[src/include/decode_macros.svh]
// ------------------------------------------------------------------
// Width macros shared by the RV32I decode stage
// The immediate builder assumes DEC_XLEN and DEC_ILEN are both 32
// ------------------------------------------------------------------
`ifndef DECODE_MACROS_SVH
`define DECODE_MACROS_SVH

// Data path and PC width
`define DEC_XLEN 32

`define DEC_REG_AW 5    // Register file address bits
`define DEC_ILEN 32     // Uncompressed encodings only

`endif

[src/rtl/isa_pkg.sv]
// ------------------------------------------------------------------
// RV32I encoding fields seen by the decoder
// Only the major opcodes kept by this stage are listed
// ------------------------------------------------------------------
`default_nettype none

package isa_pkg;

    // Major opcode, instruction bits 6:0
    typedef enum logic [6:0] {
        OPCODE_OP     = 7'b0110011,
        OPCODE_OP_IMM = 7'b0010011,
        OPCODE_LOAD   = 7'b0000011,
        OPCODE_STORE  = 7'b0100011,
        OPCODE_BRANCH = 7'b1100011,
        OPCODE_JAL    = 7'b1101111,
        OPCODE_JALR   = 7'b1100111,
        OPCODE_LUI    = 7'b0110111,
        OPCODE_AUIPC  = 7'b0010111
    } opcode_e;

    typedef enum logic [2:0] {
        BR_BEQ  = 3'b000,
        BR_BNE  = 3'b001,
        BR_BLT  = 3'b100,
        BR_BGE  = 3'b101,
        BR_BLTU = 3'b110,
        BR_BGEU = 3'b111   // 010 and 011 are reserved
    } br_funct3_e;

endpackage

`default_nettype wire

[src/rtl/uop_pkg.sv]
// ------------------------------------------------------------------
// Micro-ops and operand selects passed from decode to execute
// Value 0 of every op is a NOP so a cleared register is a bubble
// ------------------------------------------------------------------
`default_nettype none

package uop_pkg;

    typedef enum logic [3:0] {
        ALU_NOP, ALU_ADD, ALU_SUB, ALU_SLL, ALU_SLT, ALU_SLTU,
        ALU_XOR, ALU_SRL, ALU_SRA, ALU_OR,  ALU_AND
    } alu_op_e;

    typedef enum logic [3:0] {
        LSU_NOP, LSU_LB, LSU_LBU, LSU_LH, LSU_LHU, LSU_LW,
        LSU_SB,  LSU_SH, LSU_SW
    } lsu_op_e;

    // Conditional branches, plus JAL for both jump forms
    typedef enum logic [2:0] {
        CFU_NOP, CFU_BEQ, CFU_BNE, CFU_BLT, CFU_BGE, CFU_BLTU, CFU_BGEU, CFU_JAL
    } cfu_op_e;

    typedef enum logic [2:0] {
        IMM_NONE, IMM_I, IMM_SHAMT, IMM_S, IMM_B, IMM_U, IMM_J
    } imm_fmt_e;

    typedef enum logic [1:0] {OPA_ZERO, OPA_RS1, OPA_PC} opr_a_sel_e;
    typedef enum logic [1:0] {OPB_ZERO, OPB_RS2, OPB_IMM} opr_b_sel_e;
    typedef enum logic [1:0] {OPC_ZERO, OPC_RS2, OPC_IMM, OPC_NPC} opr_c_sel_e;

endpackage

`default_nettype wire

[src/rtl/imm_gen.sv]
// ------------------------------------------------------------------
// Immediate builder for the 32-bit RISC-V formats
// SHAMT is zero-extended, NONE gives zero, the rest sign-extend
// ------------------------------------------------------------------
`default_nettype none

`include "decode_macros.svh"

module imm_gen (
    input  wire logic [`DEC_ILEN-1:0] instr_i,
    input  wire uop_pkg::imm_fmt_e    fmt_i,
    output logic      [`DEC_XLEN-1:0] imm_o
);

    logic sign;

    assign sign = instr_i[31];     // Sign bit sits at 31 in every format

    always_comb begin
        case (fmt_i)
            uop_pkg::IMM_I:
                imm_o = {{(`DEC_XLEN-12){sign}}, instr_i[31:20]};
            uop_pkg::IMM_SHAMT:
                imm_o = {{(`DEC_XLEN-5){1'b0}}, instr_i[24:20]};
            uop_pkg::IMM_S:
                imm_o = {{(`DEC_XLEN-12){sign}}, instr_i[31:25], instr_i[11:7]};
            // Branch offset, halfword aligned
            uop_pkg::IMM_B:
                imm_o = {{(`DEC_XLEN-12){sign}}, instr_i[7], instr_i[30:25],
                         instr_i[11:8], 1'b0};
            uop_pkg::IMM_U:
                imm_o = {instr_i[31:12], 12'b0};    // Upper 20 bits
            uop_pkg::IMM_J:
                imm_o = {{(`DEC_XLEN-20){sign}}, instr_i[19:12], instr_i[20],
                         instr_i[30:21], 1'b0};
            default:
                imm_o = '0;
        endcase
    end

endmodule

`default_nettype wire

[src/rtl/instr_decoder.sv]
// ------------------------------------------------------------------
// RV32I decoder, one major opcode per case arm
// Unknown opcodes, FENCE included, decode to an all-NOP bubble
// Reserved funct3 values inside a known group give a NOP op
// ------------------------------------------------------------------
`default_nettype none

`include "decode_macros.svh"

module instr_decoder (
    input  wire logic [`DEC_ILEN-1:0]   instr_i,
    output uop_pkg::alu_op_e            alu_op_o,
    output uop_pkg::lsu_op_e            lsu_op_o,
    output uop_pkg::cfu_op_e            cfu_op_o,
    output uop_pkg::imm_fmt_e           imm_fmt_o,
    output uop_pkg::opr_a_sel_e         opr_a_sel_o,
    output uop_pkg::opr_b_sel_e         opr_b_sel_o,
    output uop_pkg::opr_c_sel_e         opr_c_sel_o,
    output logic      [`DEC_REG_AW-1:0] rd_o
);

    // ALU op for OP and OP_IMM, alt picks SUB or SRA
    function automatic uop_pkg::alu_op_e alu_from_funct3(logic [2:0] f3, logic alt);
        case (f3)
            3'b000:  return alt ? uop_pkg::ALU_SUB : uop_pkg::ALU_ADD;
            3'b001:  return uop_pkg::ALU_SLL;
            3'b010:  return uop_pkg::ALU_SLT;
            3'b011:  return uop_pkg::ALU_SLTU;
            3'b100:  return uop_pkg::ALU_XOR;
            3'b101:  return alt ? uop_pkg::ALU_SRA : uop_pkg::ALU_SRL;
            3'b110:  return uop_pkg::ALU_OR;
            default: return uop_pkg::ALU_AND;
        endcase
    endfunction

    logic [2:0] funct3;
    logic       is_shift;

    assign funct3   = instr_i[14:12];
    assign is_shift = (funct3[1:0] == 2'b01);   // SLLI or SRLI/SRAI

    always_comb begin
        alu_op_o    = uop_pkg::ALU_NOP;
        lsu_op_o    = uop_pkg::LSU_NOP;
        cfu_op_o    = uop_pkg::CFU_NOP;
        imm_fmt_o   = uop_pkg::IMM_NONE;
        opr_a_sel_o = uop_pkg::OPA_ZERO;
        opr_b_sel_o = uop_pkg::OPB_ZERO;
        opr_c_sel_o = uop_pkg::OPC_ZERO;
        rd_o        = '0;

        case (isa_pkg::opcode_e'(instr_i[6:0]))
            isa_pkg::OPCODE_OP: begin
                alu_op_o    = alu_from_funct3(funct3, instr_i[30]);
                opr_a_sel_o = uop_pkg::OPA_RS1;
                opr_b_sel_o = uop_pkg::OPB_RS2;
                rd_o        = instr_i[11:7];
            end
            isa_pkg::OPCODE_OP_IMM: begin
                // Bit 30 only means SRAI, ADDI has no SUB form
                alu_op_o    = alu_from_funct3(funct3, instr_i[30] && funct3 == 3'b101);
                imm_fmt_o   = is_shift ? uop_pkg::IMM_SHAMT : uop_pkg::IMM_I;
                opr_a_sel_o = uop_pkg::OPA_RS1;
                opr_b_sel_o = uop_pkg::OPB_IMM;
                rd_o        = instr_i[11:7];
            end
            isa_pkg::OPCODE_LOAD: begin
                alu_op_o    = uop_pkg::ALU_ADD;     // Address = rs1 + imm
                case (funct3)
                    3'b000:  lsu_op_o = uop_pkg::LSU_LB;
                    3'b001:  lsu_op_o = uop_pkg::LSU_LH;
                    3'b010:  lsu_op_o = uop_pkg::LSU_LW;
                    3'b100:  lsu_op_o = uop_pkg::LSU_LBU;
                    3'b101:  lsu_op_o = uop_pkg::LSU_LHU;
                    default: lsu_op_o = uop_pkg::LSU_NOP;
                endcase
                imm_fmt_o   = uop_pkg::IMM_I;
                opr_a_sel_o = uop_pkg::OPA_RS1;
                opr_b_sel_o = uop_pkg::OPB_IMM;
                rd_o        = instr_i[11:7];
            end
            isa_pkg::OPCODE_STORE: begin
                alu_op_o    = uop_pkg::ALU_ADD;
                case (funct3)
                    3'b000:  lsu_op_o = uop_pkg::LSU_SB;
                    3'b001:  lsu_op_o = uop_pkg::LSU_SH;
                    3'b010:  lsu_op_o = uop_pkg::LSU_SW;
                    default: lsu_op_o = uop_pkg::LSU_NOP;
                endcase
                imm_fmt_o   = uop_pkg::IMM_S;
                opr_a_sel_o = uop_pkg::OPA_RS1;
                opr_b_sel_o = uop_pkg::OPB_IMM;
                opr_c_sel_o = uop_pkg::OPC_RS2;     // Store data rides on C
            end
            isa_pkg::OPCODE_BRANCH: begin
                alu_op_o    = uop_pkg::ALU_SUB;     // Compare rs1 against rs2
                case (isa_pkg::br_funct3_e'(funct3))
                    isa_pkg::BR_BEQ:  cfu_op_o = uop_pkg::CFU_BEQ;
                    isa_pkg::BR_BNE:  cfu_op_o = uop_pkg::CFU_BNE;
                    isa_pkg::BR_BLT:  cfu_op_o = uop_pkg::CFU_BLT;
                    isa_pkg::BR_BGE:  cfu_op_o = uop_pkg::CFU_BGE;
                    isa_pkg::BR_BLTU: cfu_op_o = uop_pkg::CFU_BLTU;
                    isa_pkg::BR_BGEU: cfu_op_o = uop_pkg::CFU_BGEU;
                    default:          cfu_op_o = uop_pkg::CFU_NOP;
                endcase
                imm_fmt_o   = uop_pkg::IMM_B;
                opr_a_sel_o = uop_pkg::OPA_RS1;
                opr_b_sel_o = uop_pkg::OPB_RS2;
                opr_c_sel_o = uop_pkg::OPC_IMM;     // Offset goes to C
            end
            isa_pkg::OPCODE_JAL, isa_pkg::OPCODE_JALR: begin
                cfu_op_o    = uop_pkg::CFU_JAL;
                imm_fmt_o   = instr_i[3] ? uop_pkg::IMM_J : uop_pkg::IMM_I;
                opr_a_sel_o = instr_i[3] ? uop_pkg::OPA_PC : uop_pkg::OPA_RS1;
                opr_b_sel_o = uop_pkg::OPB_IMM;
                opr_c_sel_o = uop_pkg::OPC_NPC;     // Link value
                rd_o        = instr_i[11:7];
            end
            isa_pkg::OPCODE_LUI, isa_pkg::OPCODE_AUIPC: begin
                // LUI is 0 | imm, AUIPC is pc + imm
                alu_op_o    = instr_i[5] ? uop_pkg::ALU_OR : uop_pkg::ALU_ADD;
                imm_fmt_o   = uop_pkg::IMM_U;
                opr_a_sel_o = instr_i[5] ? uop_pkg::OPA_ZERO : uop_pkg::OPA_PC;
                opr_b_sel_o = uop_pkg::OPB_IMM;
                rd_o        = instr_i[11:7];
            end
            default: ;
        endcase
    end

endmodule

`default_nettype wire

[src/rtl/operand_select.sv]
// ------------------------------------------------------------------
// Operand multiplexers for the execute stage
// NPC is always PC + 4 since compressed encodings are not supported
// ------------------------------------------------------------------
`default_nettype none

`include "decode_macros.svh"

module operand_select (
    input  wire uop_pkg::opr_a_sel_e  opr_a_sel_i,
    input  wire uop_pkg::opr_b_sel_e  opr_b_sel_i,
    input  wire uop_pkg::opr_c_sel_e  opr_c_sel_i,
    input  wire logic [`DEC_XLEN-1:0] rs1_data_i,
    input  wire logic [`DEC_XLEN-1:0] rs2_data_i,
    input  wire logic [`DEC_XLEN-1:0] pc_i,
    input  wire logic [`DEC_XLEN-1:0] imm_i,
    output logic      [`DEC_XLEN-1:0] opr_a_o,
    output logic      [`DEC_XLEN-1:0] opr_b_o,
    output logic      [`DEC_XLEN-1:0] opr_c_o
);

    logic [`DEC_XLEN-1:0] npc;

    assign npc = pc_i + `DEC_XLEN'(4);      // Return address for jumps

    // ------------------------------------------------------------------
    // Operand A and B
    // ------------------------------------------------------------------

    always_comb begin
        case (opr_a_sel_i)
            uop_pkg::OPA_RS1: opr_a_o = rs1_data_i;
            uop_pkg::OPA_PC:  opr_a_o = pc_i;
            default:          opr_a_o = '0;
        endcase
    end

    always_comb begin
        case (opr_b_sel_i)
            uop_pkg::OPB_RS2: opr_b_o = rs2_data_i;
            uop_pkg::OPB_IMM: opr_b_o = imm_i;
            default:          opr_b_o = '0;
        endcase
    end

    // Operand C carries store data, branch offset or link address
    always_comb begin
        case (opr_c_sel_i)
            uop_pkg::OPC_RS2: opr_c_o = rs2_data_i;
            uop_pkg::OPC_IMM: opr_c_o = imm_i;
            uop_pkg::OPC_NPC: opr_c_o = npc;
            default:          opr_c_o = '0;
        endcase
    end

endmodule

`default_nettype wire

[src/rtl/decode_ex_reg.sv]
// ------------------------------------------------------------------
// Single-entry decode to execute register with valid/ready
// Flush wins over a new accept, reset and flush zero every field
// Refills on the edge the old entry leaves, one item per cycle
// ------------------------------------------------------------------
`default_nettype none

`include "decode_macros.svh"

module decode_ex_reg (
    input  wire logic                   g_clk,
    input  wire logic                   rst_n_i,
    input  wire logic                   flush_i,
    input  wire logic                   in_valid_i,
    input  wire logic                   out_ready_i,
    output logic                        in_ready_o,
    output logic                        out_valid_o,
    input  wire logic [`DEC_XLEN-1:0]   pc_i,
    input  wire logic [`DEC_XLEN-1:0]   opr_a_i,
    input  wire logic [`DEC_XLEN-1:0]   opr_b_i,
    input  wire logic [`DEC_XLEN-1:0]   opr_c_i,
    input  wire logic [`DEC_REG_AW-1:0] rd_i,
    input  wire uop_pkg::alu_op_e       alu_op_i,
    input  wire uop_pkg::lsu_op_e       lsu_op_i,
    input  wire uop_pkg::cfu_op_e       cfu_op_i,
    input  wire logic [`DEC_ILEN-1:0]   instr_i,
    output logic      [`DEC_XLEN-1:0]   pc_o,
    output logic      [`DEC_XLEN-1:0]   opr_a_o,
    output logic      [`DEC_XLEN-1:0]   opr_b_o,
    output logic      [`DEC_XLEN-1:0]   opr_c_o,
    output logic      [`DEC_REG_AW-1:0] rd_o,
    output uop_pkg::alu_op_e            alu_op_o,
    output uop_pkg::lsu_op_e            lsu_op_o,
    output uop_pkg::cfu_op_e            cfu_op_o,
    output logic      [`DEC_ILEN-1:0]   instr_o
);

    logic accept;

    // Free when empty or when the held entry leaves this cycle
    assign in_ready_o = !out_valid_o || out_ready_i;
    assign accept     = in_valid_i && in_ready_o;

    always_ff @(posedge g_clk) begin
        if (!rst_n_i || flush_i) begin
            out_valid_o <= 1'b0;
            pc_o        <= '0;
            opr_a_o     <= '0;
            opr_b_o     <= '0;
            opr_c_o     <= '0;
            rd_o        <= '0;
            alu_op_o    <= uop_pkg::ALU_NOP;
            lsu_op_o    <= uop_pkg::LSU_NOP;
            cfu_op_o    <= uop_pkg::CFU_NOP;
            instr_o     <= '0;
        end else begin
            if (in_ready_o) begin
                out_valid_o <= in_valid_i;  // Drains when nothing arrives
            end
            if (accept) begin
                pc_o     <= pc_i;
                opr_a_o  <= opr_a_i;
                opr_b_o  <= opr_b_i;
                opr_c_o  <= opr_c_i;
                rd_o     <= rd_i;
                alu_op_o <= alu_op_i;
                lsu_op_o <= lsu_op_i;
                cfu_op_o <= cfu_op_i;
                instr_o  <= instr_i;
            end
        end
    end

endmodule

`default_nettype wire

[src/rtl/decode_stage.sv]
// ------------------------------------------------------------------
// RV32I decode and operand gather stage, top level
// Register file read is combinational in the accepting cycle
// ------------------------------------------------------------------
`default_nettype none

`include "decode_macros.svh"

module decode_stage (
    input  wire logic                   g_clk,
    input  wire logic                   rst_n_i,
    input  wire logic                   s1_valid_i,
    input  wire logic [`DEC_ILEN-1:0]   s1_instr_i,
    input  wire logic [`DEC_XLEN-1:0]   s1_pc_i,
    output logic                        s1_ready_o,
    input  wire logic                   s1_flush_i,
    output logic      [`DEC_REG_AW-1:0] rs1_addr_o,
    input  wire logic [`DEC_XLEN-1:0]   rs1_data_i,
    output logic      [`DEC_REG_AW-1:0] rs2_addr_o,
    input  wire logic [`DEC_XLEN-1:0]   rs2_data_i,
    output logic                        s2_valid_o,
    input  wire logic                   s2_ready_i,
    output logic      [`DEC_XLEN-1:0]   s2_pc_o,
    output logic      [`DEC_XLEN-1:0]   s2_opr_a_o,
    output logic      [`DEC_XLEN-1:0]   s2_opr_b_o,
    output logic      [`DEC_XLEN-1:0]   s2_opr_c_o,
    output logic      [`DEC_REG_AW-1:0] s2_rd_o,
    output uop_pkg::alu_op_e            s2_alu_op_o,
    output uop_pkg::lsu_op_e            s2_lsu_op_o,
    output uop_pkg::cfu_op_e            s2_cfu_op_o,
    output logic      [`DEC_ILEN-1:0]   s2_instr_o
);

    uop_pkg::alu_op_e     alu_op;
    uop_pkg::lsu_op_e     lsu_op;
    uop_pkg::cfu_op_e     cfu_op;
    uop_pkg::imm_fmt_e    imm_fmt;
    uop_pkg::opr_a_sel_e  opr_a_sel;
    uop_pkg::opr_b_sel_e  opr_b_sel;
    uop_pkg::opr_c_sel_e  opr_c_sel;
    logic [`DEC_REG_AW-1:0] rd;
    logic [`DEC_XLEN-1:0] imm;
    logic [`DEC_XLEN-1:0] opr_a;
    logic [`DEC_XLEN-1:0] opr_b;
    logic [`DEC_XLEN-1:0] opr_c;

    // Source fields sit at fixed positions in every format
    assign rs1_addr_o = s1_instr_i[19:15];
    assign rs2_addr_o = s1_instr_i[24:20];

    instr_decoder u_decoder (
        .instr_i     (s1_instr_i),
        .alu_op_o    (alu_op),
        .lsu_op_o    (lsu_op),
        .cfu_op_o    (cfu_op),
        .imm_fmt_o   (imm_fmt),
        .opr_a_sel_o (opr_a_sel),
        .opr_b_sel_o (opr_b_sel),
        .opr_c_sel_o (opr_c_sel),
        .rd_o        (rd)
    );

    imm_gen u_imm_gen (
        .instr_i (s1_instr_i),
        .fmt_i   (imm_fmt),
        .imm_o   (imm)
    );

    operand_select u_opr_sel (
        .opr_a_sel_i (opr_a_sel),
        .opr_b_sel_i (opr_b_sel),
        .opr_c_sel_i (opr_c_sel),
        .rs1_data_i  (rs1_data_i),
        .rs2_data_i  (rs2_data_i),
        .pc_i        (s1_pc_i),
        .imm_i       (imm),
        .opr_a_o     (opr_a),
        .opr_b_o     (opr_b),
        .opr_c_o     (opr_c)
    );

    // ------------------------------------------------------------------
    // Decode to execute register
    // ------------------------------------------------------------------

    decode_ex_reg u_ex_reg (
        .g_clk       (g_clk),
        .rst_n_i     (rst_n_i),
        .flush_i     (s1_flush_i),
        .in_valid_i  (s1_valid_i),
        .out_ready_i (s2_ready_i),
        .in_ready_o  (s1_ready_o),
        .out_valid_o (s2_valid_o),
        .pc_i        (s1_pc_i),
        .opr_a_i     (opr_a),
        .opr_b_i     (opr_b),
        .opr_c_i     (opr_c),
        .rd_i        (rd),
        .alu_op_i    (alu_op),
        .lsu_op_i    (lsu_op),
        .cfu_op_i    (cfu_op),
        .instr_i     (s1_instr_i),
        .pc_o        (s2_pc_o),
        .opr_a_o     (s2_opr_a_o),
        .opr_b_o     (s2_opr_b_o),
        .opr_c_o     (s2_opr_c_o),
        .rd_o        (s2_rd_o),
        .alu_op_o    (s2_alu_op_o),
        .lsu_op_o    (s2_lsu_op_o),
        .cfu_op_o    (s2_cfu_op_o),
        .instr_o     (s2_instr_o)
    );

endmodule

`default_nettype wire

[config.mk]
export PLATFORM = sky130hd
export DESIGN_NAME = decode_stage
export DESIGN_NICKNAME = d
export VERILOG_FILES = /design/src/rtl/isa_pkg.sv /design/src/rtl/uop_pkg.sv /design/src/rtl/imm_gen.sv /design/src/rtl/instr_decoder.sv /design/src/rtl/operand_select.sv /design/src/rtl/decode_ex_reg.sv /design/src/rtl/decode_stage.sv
export VERILOG_INCLUDE_DIRS = /design/src /design/src/include
export SDC_FILE = /design/constraint.sdc
export NUM_CORES = 1
export LEC_CHECK = 0
export BUFFER_PORTS_ARGS = -buffer_cell sky130_fd_sc_hd__buf_4
export CAP_MARGIN = 0
export CELL_PAD_IN_SITES_DETAIL_PLACEMENT = 0
export CELL_PAD_IN_SITES_GLOBAL_PLACEMENT = 1
export CORE_MARGIN = 2
export CORE_UTILIZATION = 38
export DETAILED_ROUTE_END_ITERATION = 6
export GPL_TIMING_DRIVEN = 0
export HOLD_SLACK_MARGIN = 0.03
export PLACE_DENSITY = 0.83
export SYNTH_ARGS = -nofsm -noshare
export SYNTH_HDL_FRONTEND = slang
export SYNTH_SLANG_ARGS = --single-unit
[constraint.sdc]
create_clock -name g_clk -period 6.4 [get_ports g_clk]
set_input_delay 0 -clock g_clk [delete_from_list [all_inputs] [get_ports g_clk]]
set_output_delay 0 -clock g_clk [all_outputs]
set_load 0.01 [all_outputs]
# Word level (Yosys, flattened, before mapping)
# Cells that the tools add are included.
[op_classes]
addsub = 1
eq_ne = 30
n_shift = 0
n_reduce_logical = 14
multipliers = 0
n_div = 0
muxes = 26
magnitude_cmp = 0
bitwise = 0
[op_table]
columns = ["cell", "n"]
rows = [
  ["32-bit one-hot mux with 6 select lines", 1],
  ["32-bit one-hot mux with 2 select lines", 2],
  ["32-bit one-hot mux with 3 select lines", 1],
  ["4-bit one-hot mux with 7 select lines", 2],
  ["3-bit one-hot mux with 6 select lines", 2],
  ["32-bit by 3-bit adder with 32-bit output (second input constant)", 1],
  ["3-bit equality test (second input constant)", 7],
  ["7-bit by 6-bit equality test with 1-bit output (second input constant)", 3],
  ["7-bit equality test (second input constant)", 3],
  ["4-bit one-hot mux with 5 select lines", 1],
  ["3-bit one-hot mux with 5 select lines", 1],
  ["7-bit by 5-bit equality test with 1-bit output (second input constant)", 2],
  ["7-bit OR reduction", 2],
  ["3-bit by 2-bit equality test with 1-bit output (second input constant)", 4],
  ["4-bit two-way mux", 3],
  ["2-bit one-hot mux with 3 select lines", 2],
  ["4-bit one-hot mux with 3 select lines", 1],
  ["2-bit two-way mux", 5],
  ["2-bit by 1-bit equality test with 1-bit output (second input constant)", 4],
  ["2-bit equality test (second input constant)", 4],
  ["4-bit one-hot mux with 2 select lines", 1],
  ["2-bit OR reduction", 4],
  ["7-bit by 2-bit equality test with 1-bit output (second input constant)", 1],
  ["3-bit by 1-bit equality test with 1-bit output (second input constant)", 2],
  ["other kinds (9)", 12],
]
[word_totals]
memories = 0
ram_bits = 0
input_bits = 133
out_inout_bits = 188
word_cells = 81
register_bits = 177
latchBits = 0
mem_bits_ro = 0

# Depth between registers and ports, before layout
# Gate-level depths: netlist of the first run.
[logic_depth]
depth_word = 6
mapped_depth = 13
depth_no_buf = 10

# Modules after synthesis
# From an unflattened synthesis of the first run, not the netlist that was laid out.
[unflattened]
hier_cells = 1320
hier_area_um2 = 10603.9
[modules_own_cells]
columns = ["module", "instances", "seq_area_each_um2", "cells_each", "area_each_um2"]
rows = [
  ["decode_ex_reg", 1, 3543.4, 807, 7186.9],
  ["operand_select", 1, 0.0, 320, 1994.4],
  ["imm_gen", 1, 0.0, 94, 734.5],
  ["instr_decoder", 1, 0.0, 89, 613.1],
  ["decode_stage", 1, 0.0, 10, 75.1],
]

# Worst setup path after synthesis of the first run
# No wires, ideal clock.
[synth_path]
path_type = "input to register"
from = "input s1_instr_i[2]"
to = "register u_ex_reg.opr_b_o[0]"
required_time_ns = 6.342
path_stages = 12
path_buffers = 4
setup_ns = 0.058
setup_slack_ns = 4.102
arrival_time_ns = 2.240
cell_sequence = "clkbuf_1 > nor4_1 > buf_2 > buf_2 > a21oi_1 > inv_1 > ha_1 > clkbuf_1 > a21oi_1 > or4b_1 > nor4_1 > a211o_1"
[synth_via]
elab_chain_len = 6
elab_cells_between_ends = 25
cone_classes = "eq/ne: 17; mux: 4; reduce/logical: 4"
[synth_rtl]
columns = ["item", "line_no", "rtl"]
rows = [
  ["start, declared", "decode_stage.sv:13", "input wire logic [`DEC_ILEN-1:0] s1_instr_i,"],
  ["7-bit by 6-bit equality test with 1-bit output (tied with other cells)", "instr_decoder.sv:52", "case (isa_pkg::opcode_e'(instr_i[6:0]))"],
  ["2-bit OR reduction", "--", ""],
  ["3-bit one-hot mux with 6 select lines", "instr_decoder.sv:52", ""],
  ["3-bit equality test (tied with other cells)", "imm_gen.sv:20", "case (fmt_i)"],
  ["32-bit one-hot mux with 6 select lines", "imm_gen.sv:20", ""],
  ["32-bit one-hot mux with 2 select lines *", "operand_select.sv:39", "case (opr_b_sel_i)"],
  ["end signal, assigned", "decode_ex_reg.sv:63", "opr_b_o <= opr_b_i;"],
  ["end, declared", "decode_ex_reg.sv:29", "output logic [`DEC_XLEN-1:0] opr_b_o,"],
]
# Every way passes the cells marked *; elsewhere a longest branch is shown, timed or not.
# A chain may end at the register's enable or synchronous reset.

# Worst setup path after layout of the first run
[layout_path]
from = "input s1_instr_i[1]"
to = "register u_ex_reg.opr_b_o[3]"
# Same word-level chain as after synthesis.

==> run summary, run 1 <==
fill count - 2,036
initial antenna violation count - 0
chip width - 154.1 microns
Crit Path Max Fanout - 10
status - completed
Hold Crit Depth - 5
post-CTS setup buffer count - 0
DP HPWL - 28,300 microns
Slew @ Worst Pin - 920.2 ps
Post-Syn Area - 0.008564 sq mm
cells after synthesis - 1,095
cell family with most CP delay - buffers and inverters
register area - 0.003543 sq mm
Residual DRC - 0
Setup TNS Final - 0 ps
CTS Buf Count - 17
CP peak stage delay - 570 ps
Initial DRT Pass Iterations - 6
Logic pwr share - 15.7%
setup repair after global routing missed its margin - false
reg-to-reg setup timing slack - 3710 ps
initial DRC count - 909
largest net degree at the start of global routing - 17
leakage power - 5.262 nW
maximum vdd drop - 0.0001703 V
Cell variety after synth - 64
CTS tree - yes
final hold viol count - 0
EDFF count, synth - 0
Rows - 54
worst reg2reg startpoint - u_ex_reg.out_valid_o$_SDFFE_PP0N_
Async S/R FF share, synth - 0%
all-layer global routing usage - 31.25%
Final GP Congestion - 0.9430
Max Transition Viols Final - 0
CP cell instances - dlygate4sd3_1 -> buf_4 -> nand2_1 -> nor4_1 -> buf_2 -> buf_2 -> a21oi_1 -> ha_1 -> nor2b_1 -> and3_1 -> clkbuf_1 -> buf_2 -> a22oi_1 -> o21ai_0 -> dlygate4sd3_1
I/O pin total - 321
IO Port Bufs - 312
Hold WC Path Type - input port to register
relative slew slack - 38.65%
vias - 10,367
Area Overhead vs Synth - 53.21%
Sequential Power Share - 44.1%
Reg2Reg Depth - 8
via-per-instance ratio - 5.607
synthesis-stage register bit count - 177
number of routed nets with antenna violations - 0
post-synth top area cell - dfxtp_1
CTS max path bufs - 2
Switch Pwr - 722.2 uW
part of the Yosys area used for sequential elements - 41.37%
CORE AREA - 0.02196 sq mm
Starting Density - 39.00%
Setup Skew - 9.501 ps
Worst EP required - 6780 ps
clock network power share - 40.1%
Reg-to-Reg End - u_ex_reg.opr_b_o[29]$_SDFFE_PP0P_
Synth top area share - 41.37%
period utilization - 62.87%
final setup vio count - 0
clk sinks - 177
Power Total - 2.553 mW
Worst Hold Launch - rs1_data_i[19]
fraction of layout cells with a size suffix above 1 - 24.41%
synthesized area per cell - 7.821 sq um
Int Pwr - 1.831 mW
critical path class - input port to register
total gr overflow - 0
H-tree depth - 4
Ys Warns - 0
root buffer cell - clkbuf_16
vias in the first global route - 9,840
CP dominant cell by count - buf_2
Area contributors post-synth - dfxtp_1 (41%), a21oi_1 (9.5%), nand2_1 (8.0%)
prevailing post-synth register cell - dfxtp_1
clk_lat worst skew - 440 ps
crit path capture type - register
die height - 154.1 microns
area of the die - 0.02375 sq mm
number of diodes - 0
nets - 1,695
Critical Path Source Type - input port
area of the multi-input gates - 0.004467 sq mm
fin cells - 1,849
fin crit period - 4024 ps
clock-pin slew on the worst setup and hold paths - 70 ps
fmax - 0.2485 GHz
Max-Cap Viols - 0
worst hold path endpoint - u_ex_reg.opr_a_o[19]$_SDFFE_PP0P_
most frequent cells in the layout - buf_4 (322), nand2_1 (183), dfxtp_1 (177)
CP Buf/Inv Count - 7
switching share of total power - 28.29%
commonest non-fill, non-tap cell in the layout - buf_4
routed length per instance - 20.70 microns
first-pass GRT wire length - 57,090 microns
P per Cell Area - 194.6 mW/mm^2
post-synthesis net count - 1,233
final WL - 38,270 microns
Slowest cell on crit path - dlygate4sd3_1
Data arrival, critical path - 4410 ps
placed cells - 1,687
## final cells by class
class	instances	area share, %
plain buffers	107	3.538
clock inverters	14	0.9726
well taps	280	2.670
clock buffers	17	3.242
multi-input cells	787	34.04
flip-flops and latches	177	27.00
repair buffers	443	27.84
inverters	24	0.6866
## cell usage after synthesis (6+ instances only)
cell      instances
o21ai_1          12
nor3_1           48
xnor2_1           9
nand2_1         183
inv_1            24
and4_1            7
buf_2            14
a222oi_1         26
nand3_1          16
nand4_1           9
nor4_1           11
buf_4            10
o221ai_1          6
and3_1           10
a21oi_1         163
o21ai_0          45
a221oi_1         13
dfxtp_1         177
buf_1             7
a31oi_1           6
nor2_1           67
o22ai_1           6
a22oi_1          53
xor2_1           14
a211oi_1         10
clkbuf_1         75
## layer usage
metal  track usage (%)  wire (microns)  vias to the layer above
met2             52.06           17980                      549
li1                  -               -                     4888
met5                 0               0                        -
met3             9.104            4121                       59
met4             10.99            1149                        0
met1             38.53           15020                     4871
## tightest hold or removal path, delay by kind of cell
family                 cells  cell delay (ps)
AOI/OAI and AO/OA          2              120
buffers and inverters      1               80
and+or+nand+nor            2              240
## cell families after synthesis
group / count (synthesis) / synth area share (%)
AO/OA/AOI/OAI: 372 / 27.92
XOR/XNOR: 23 / 2.352
adder cells (fa/ha/maj): 5 / 0.7305
buffers and inverters: 131 / 6.472
flip-flops: 177 / 41.37
multiplexers: 1 / 0.1169
AND/OR/NAND/NOR: 386 / 21.04
## sequential cells by signal, summed over array words and instances, names as in the netlist
| signal | count |
|---|---|
| u_ex_reg.out_valid_o | 1 |
| u_ex_reg.opr_a_o | 32 |
| u_ex_reg.cfu_op_o | 3 |
| u_ex_reg.alu_op_o | 4 |
| u_ex_reg.opr_c_o | 32 |
| u_ex_reg.instr_o | 32 |
| u_ex_reg.rd_o | 5 |
| u_ex_reg.lsu_op_o | 4 |
| u_ex_reg.pc_o | 32 |
| u_ex_reg.opr_b_o | 32 |
## metrics by stage
| stage | cell area [sq um] | utilization [%] | hold slack, ps | setup WS (ps) |
|---|---|---|---|---|
| global placement | 11260 | 51.27 | 249.5 | 3001 |
| detailed placement | 11260 | 51.27 | 257.4 | 3008 |
| finish | 13120 | 59.76 | 41.23 | 2376 |
| CTS | 13120 | 59.76 | 34.98 | 2460 |
| global route | 13120 | 59.76 | 44.28 | 2205 |
| floorplan | 8564 | - | 91.77 | 4102 |
## power by group through the flow
stage	registers, mW	logic, mW	clock network [mW]
floorplan	1.16	0.138	0
CTS	1.13	0.395	1.03
global placement	1.15	0.334	0
detailed placement	1.15	0.336	0
global route	1.13	0.429	1.08
finish	1.13	0.402	1.02
## worst max-delay path by stage
stage | cells past startpoint | endpoint | slack [ps] | startpoint
2_1_floorplan | 12 | u_ex_reg.opr_b_o[0]$_SDFFE_PP0P_ | 4100 | s1_instr_i[2]
3_3_place_gp | 13 | u_ex_reg.opr_b_o[10]$_SDFFE_PP0P_ | 3000 | s1_instr_i[2]
3_5_place_dp | 13 | u_ex_reg.opr_b_o[10]$_SDFFE_PP0P_ | 3010 | s1_instr_i[2]
4_1_cts | 15 | u_ex_reg.opr_b_o[8]$_SDFFE_PP0P_ | 2460 | s1_instr_i[1]
5_1_grt | 15 | u_ex_reg.opr_b_o[9]$_SDFFE_PP0P_ | 2210 | s1_instr_i[1]
6_report | 15 | u_ex_reg.opr_b_o[3]$_SDFFE_PP0P_ | 2380 | s1_instr_i[1]
## repair_timing
| action | in CTS | in global routing |
|---|---|---|
| endpoints found under the hold margin | 148 | 0 |
| hold buffers | 131 | 0 |
| gates resized for setup | 0 | 0 |
(Power assumes the default switching activity.)
==> run 2: changes to the inputs <==
--- a/config.mk
+++ b/config.mk
@@ -11,11 +11,11 @@
 export CELL_PAD_IN_SITES_DETAIL_PLACEMENT = 0
 export CELL_PAD_IN_SITES_GLOBAL_PLACEMENT = 1
 export CORE_MARGIN = 2
-export CORE_UTILIZATION = 38
+export CORE_UTILIZATION = 35
 export DETAILED_ROUTE_END_ITERATION = 6
 export GPL_TIMING_DRIVEN = 0
 export HOLD_SLACK_MARGIN = 0.03
-export PLACE_DENSITY = 0.83
+export PLACE_DENSITY = 0.77
 export SYNTH_ARGS = -nofsm -noshare
 export SYNTH_HDL_FRONTEND = slang
 export SYNTH_SLANG_ARGS = --single-unit
==> constraint.sdc (replaced) <==
create_clock -name g_clk -period 3.9 [get_ports g_clk]
set_input_delay 0 -clock g_clk [delete_from_list [all_inputs] [get_ports g_clk]]
set_output_delay 0 -clock g_clk [all_outputs]
set_load 0.01 [all_outputs]
==> run 2 against run 1 <==
Against the previous run: sequential power grew 64%; critical path depth shrank 1; cell count grew 2.2%; worst hold slack gained 12 ps; count of clock-buffer cells in the layout grew 1; total power grew 76%; sequential cell count is the same; sequential share of layout area shrank 0.25 points; die area grew 8.3%; highest routed layer unchanged.
==> run summary, run 2 (synthesis results as in run 1) <==
status - completed
initial DRC count - 1,124 (+24%)
Critical Path Source Type - input port
number of routed nets with antenna violations - 0 (unchanged)
fill count - 2,331 (+14%)
I/O pin total - 321 (unchanged)
Max Transition Viols Final - 0 (unchanged)
area of the die - 0.02574 sq mm (+8.3%)
all-layer global routing usage - 29.43% (-1.8 points)
Data arrival, critical path - 4020 ps (-390 ps)
maximum vdd drop - 0.0002290 V (+35%)
Setup TNS Final - 0 ps (unchanged)
Final GP Congestion - 0.9161 (-2.9%)
Switch Pwr - 1.198 mW (+66%)
Reg2Reg Depth - 8 (unchanged)
Worst EP required - 4280 ps (-2500 ps)
commonest non-fill, non-tap cell in the layout - buf_4
Post-CTS Resized - 0 (unchanged)
fmax - 0.2750 GHz
CTS max path bufs - 2 (unchanged)
nets - 1,691 (-0.24%)
Starting Density - 35.42% (-3.6 points)
Initial DRT Pass Iterations - 6 (unchanged)
Logic pwr share - 14.6% (-1.1 points)
setup repair after global routing missed its margin - false
initial antenna violation count - 0 (unchanged)
CORE AREA - 0.02418 sq mm (+10%)
Rows - 57 (+5.6%)
period utilization - 93.23%
Area Overhead vs Synth - 54.64%
final setup vio count - 0 (unchanged)
vias - 10,302 (-0.63%)
final hold viol count - 0 (unchanged)
CTS tree - yes
Crit Path Max Fanout - 10 (unchanged)
reg-to-reg setup timing slack - 1110 ps (-2600 ps)
routed length per instance - 20.56 microns (-0.65%)
DP HPWL - 28,910 microns (+2.2%)
Hold WC Path Type - input port to register
largest net degree at the start of global routing - 17 (unchanged)
fraction of layout cells with a size suffix above 1 - 24.47% (+0.062 points)
chip width - 160.4 microns (+4.1%)
number of diodes - 0 (unchanged)
H-tree depth - 4 (unchanged)
clock network power share - 44.1% (+4.0 points)
Setup Skew - 11.68 ps (+2.181 ps)
Worst Hold Launch - rs1_data_i[0]
switching share of total power - 26.73% (-1.6 points)
Residual DRC - 0 (unchanged)
Sequential Power Share - 41.2% (-2.9 points)
root buffer cell - clkbuf_16
worst hold path endpoint - u_ex_reg.opr_a_o[0]$_SDFFE_PP0P_
via-per-instance ratio - 5.454 (-2.7%)
P per Cell Area - 338.6 mW/mm^2 (+74%)
crit path capture type - register
Slew @ Worst Pin - 935.0 ps (+14.78 ps)
clock-pin slew on the worst setup and hold paths - 80 ps (about the same)
fin crit period - 3636 ps
Power Total - 4.484 mW (+76%)
Int Pwr - 3.286 mW (+79%)
final WL - 38,840 microns (+1.5%)
relative slew slack - 37.67% (-0.99 points)
worst reg2reg startpoint - u_ex_reg.out_valid_o$_SDFFE_PP0N_
clk_lat worst skew - 440 ps (about the same)
vias in the first global route - 9,702 (-1.4%)
die height - 160.4 microns (+4.1%)
leakage power - 5.285 nW (+0.44%)
clk sinks - 177 (unchanged)
first-pass GRT wire length - 58,280 microns (+2.1%)
Reg-to-Reg End - u_ex_reg.opr_b_o[29]$_SDFFE_PP0P_
Max-Cap Viols - 0 (unchanged)
total gr overflow - 0 (unchanged)
CTS Buf Count - 17 (unchanged)
most frequent cells in the layout - buf_4 (322), nand2_1 (183), dfxtp_1 (177)
IO Port Bufs - 312 (unchanged)
critical path class - input port to register
Hold Crit Depth - 5 (unchanged)
## run 2: cell count changes in the layout (fill, tap and decap cells not counted)
cell	change
inv_8	+1
clkinv_2	-4
bufinv_16	+4
clkbuf_8	+1
clkinv_4	-1
inv_6	-1
dlygate4sd3_1	-4
## run 2: power groups by stage
stage                     Combinational (mW)  Sequential, mW  Clock (mW)
after floorplan                        0.226            1.90           0
after global placement                 0.555            1.89           0
after detailed placement               0.556            1.89           0
after CTS                              0.651            1.85        2.00
after global routing                   0.704            1.85        2.08
final                                  0.657            1.85        1.98
## run 2: worst max-delay path by stage
stage	start	endpoint	slack, ps	depth (start not counted)
5_1_grt	s1_instr_i[2]	u_ex_reg.opr_b_o[1]$_SDFFE_PP0P_	100	14
3_3_place_gp	s1_instr_i[2]	u_ex_reg.opr_b_o[4]$_SDFFE_PP0P_	480	13
4_1_cts	s1_instr_i[2]	u_ex_reg.opr_b_o[1]$_SDFFE_PP0P_	370	14
6_report	s1_instr_i[2]	u_ex_reg.opr_b_o[3]$_SDFFE_PP0P_	260	14
2_1_floorplan	s1_instr_i[2]	u_ex_reg.opr_b_o[0]$_SDFFE_PP0P_	1600	12
3_5_place_dp	s1_instr_i[2]	u_ex_reg.opr_b_o[3]$_SDFFE_PP0P_	440	13
## run 2: critical path, cell delays in order
cell           delay, ps
buf_4                130
clkbuf_1             230
nor4_1               470
buf_2                330
buf_2                310
a21oi_1              120
ha_1                 450
nor2b_1              270
and3_1               200
clkbuf_1             340
buf_2                340
a22oi_1              130
o21ai_0              110
dlygate4sd3_1        580
## run 2: repair_timing
action,CTS,global route
buffers inserted,0,0
endpoints found under the hold margin,149,0
hold buffers,127,0
## run 2: final cells by class
cell class	instances	area, sq um	area share [%]
Tap cell	324	405.4	3.061
Buffer	107	464.2	3.505
Timing Repair Buffer	439	3613	27.28
Clock buffer	18	439.2	3.316
Sequential cell	177	3543	26.75
Multi-Input combinational cell	787	4467	33.73
Inverter	24	90.09	0.6802
Clock inverter	13	221.5	1.672
## run 2: routing by layer
layer / part of all wire [%] / GRT usage [%]
met5: 0 / 0
met4: 3.1 / 10.40
met3: 8.7 / 5.914
met2: 47 / 48.82
met1: 41 / 38.11
## run 2: through the flow
step / instances / area [sq um] / utilization [%] / hold WS (ps) / worst slack (ps)
5_1_grt: 1889 / 13240 / 54.78 / 52.81 / 99.53
3_3_place_gp: 1731 / 11310 / 46.79 / 250.8 / 476.6
6_report: 1889 / 13240 / 54.78 / 53.08 / 263.9
4_1_cts: 1889 / 13240 / 54.78 / 33.59 / 368.3
2_1_floorplan: 1095 / 8564 / - / 91.77 / 1602
3_5_place_dp: 1731 / 11310 / 46.79 / 258.3 / 438.1
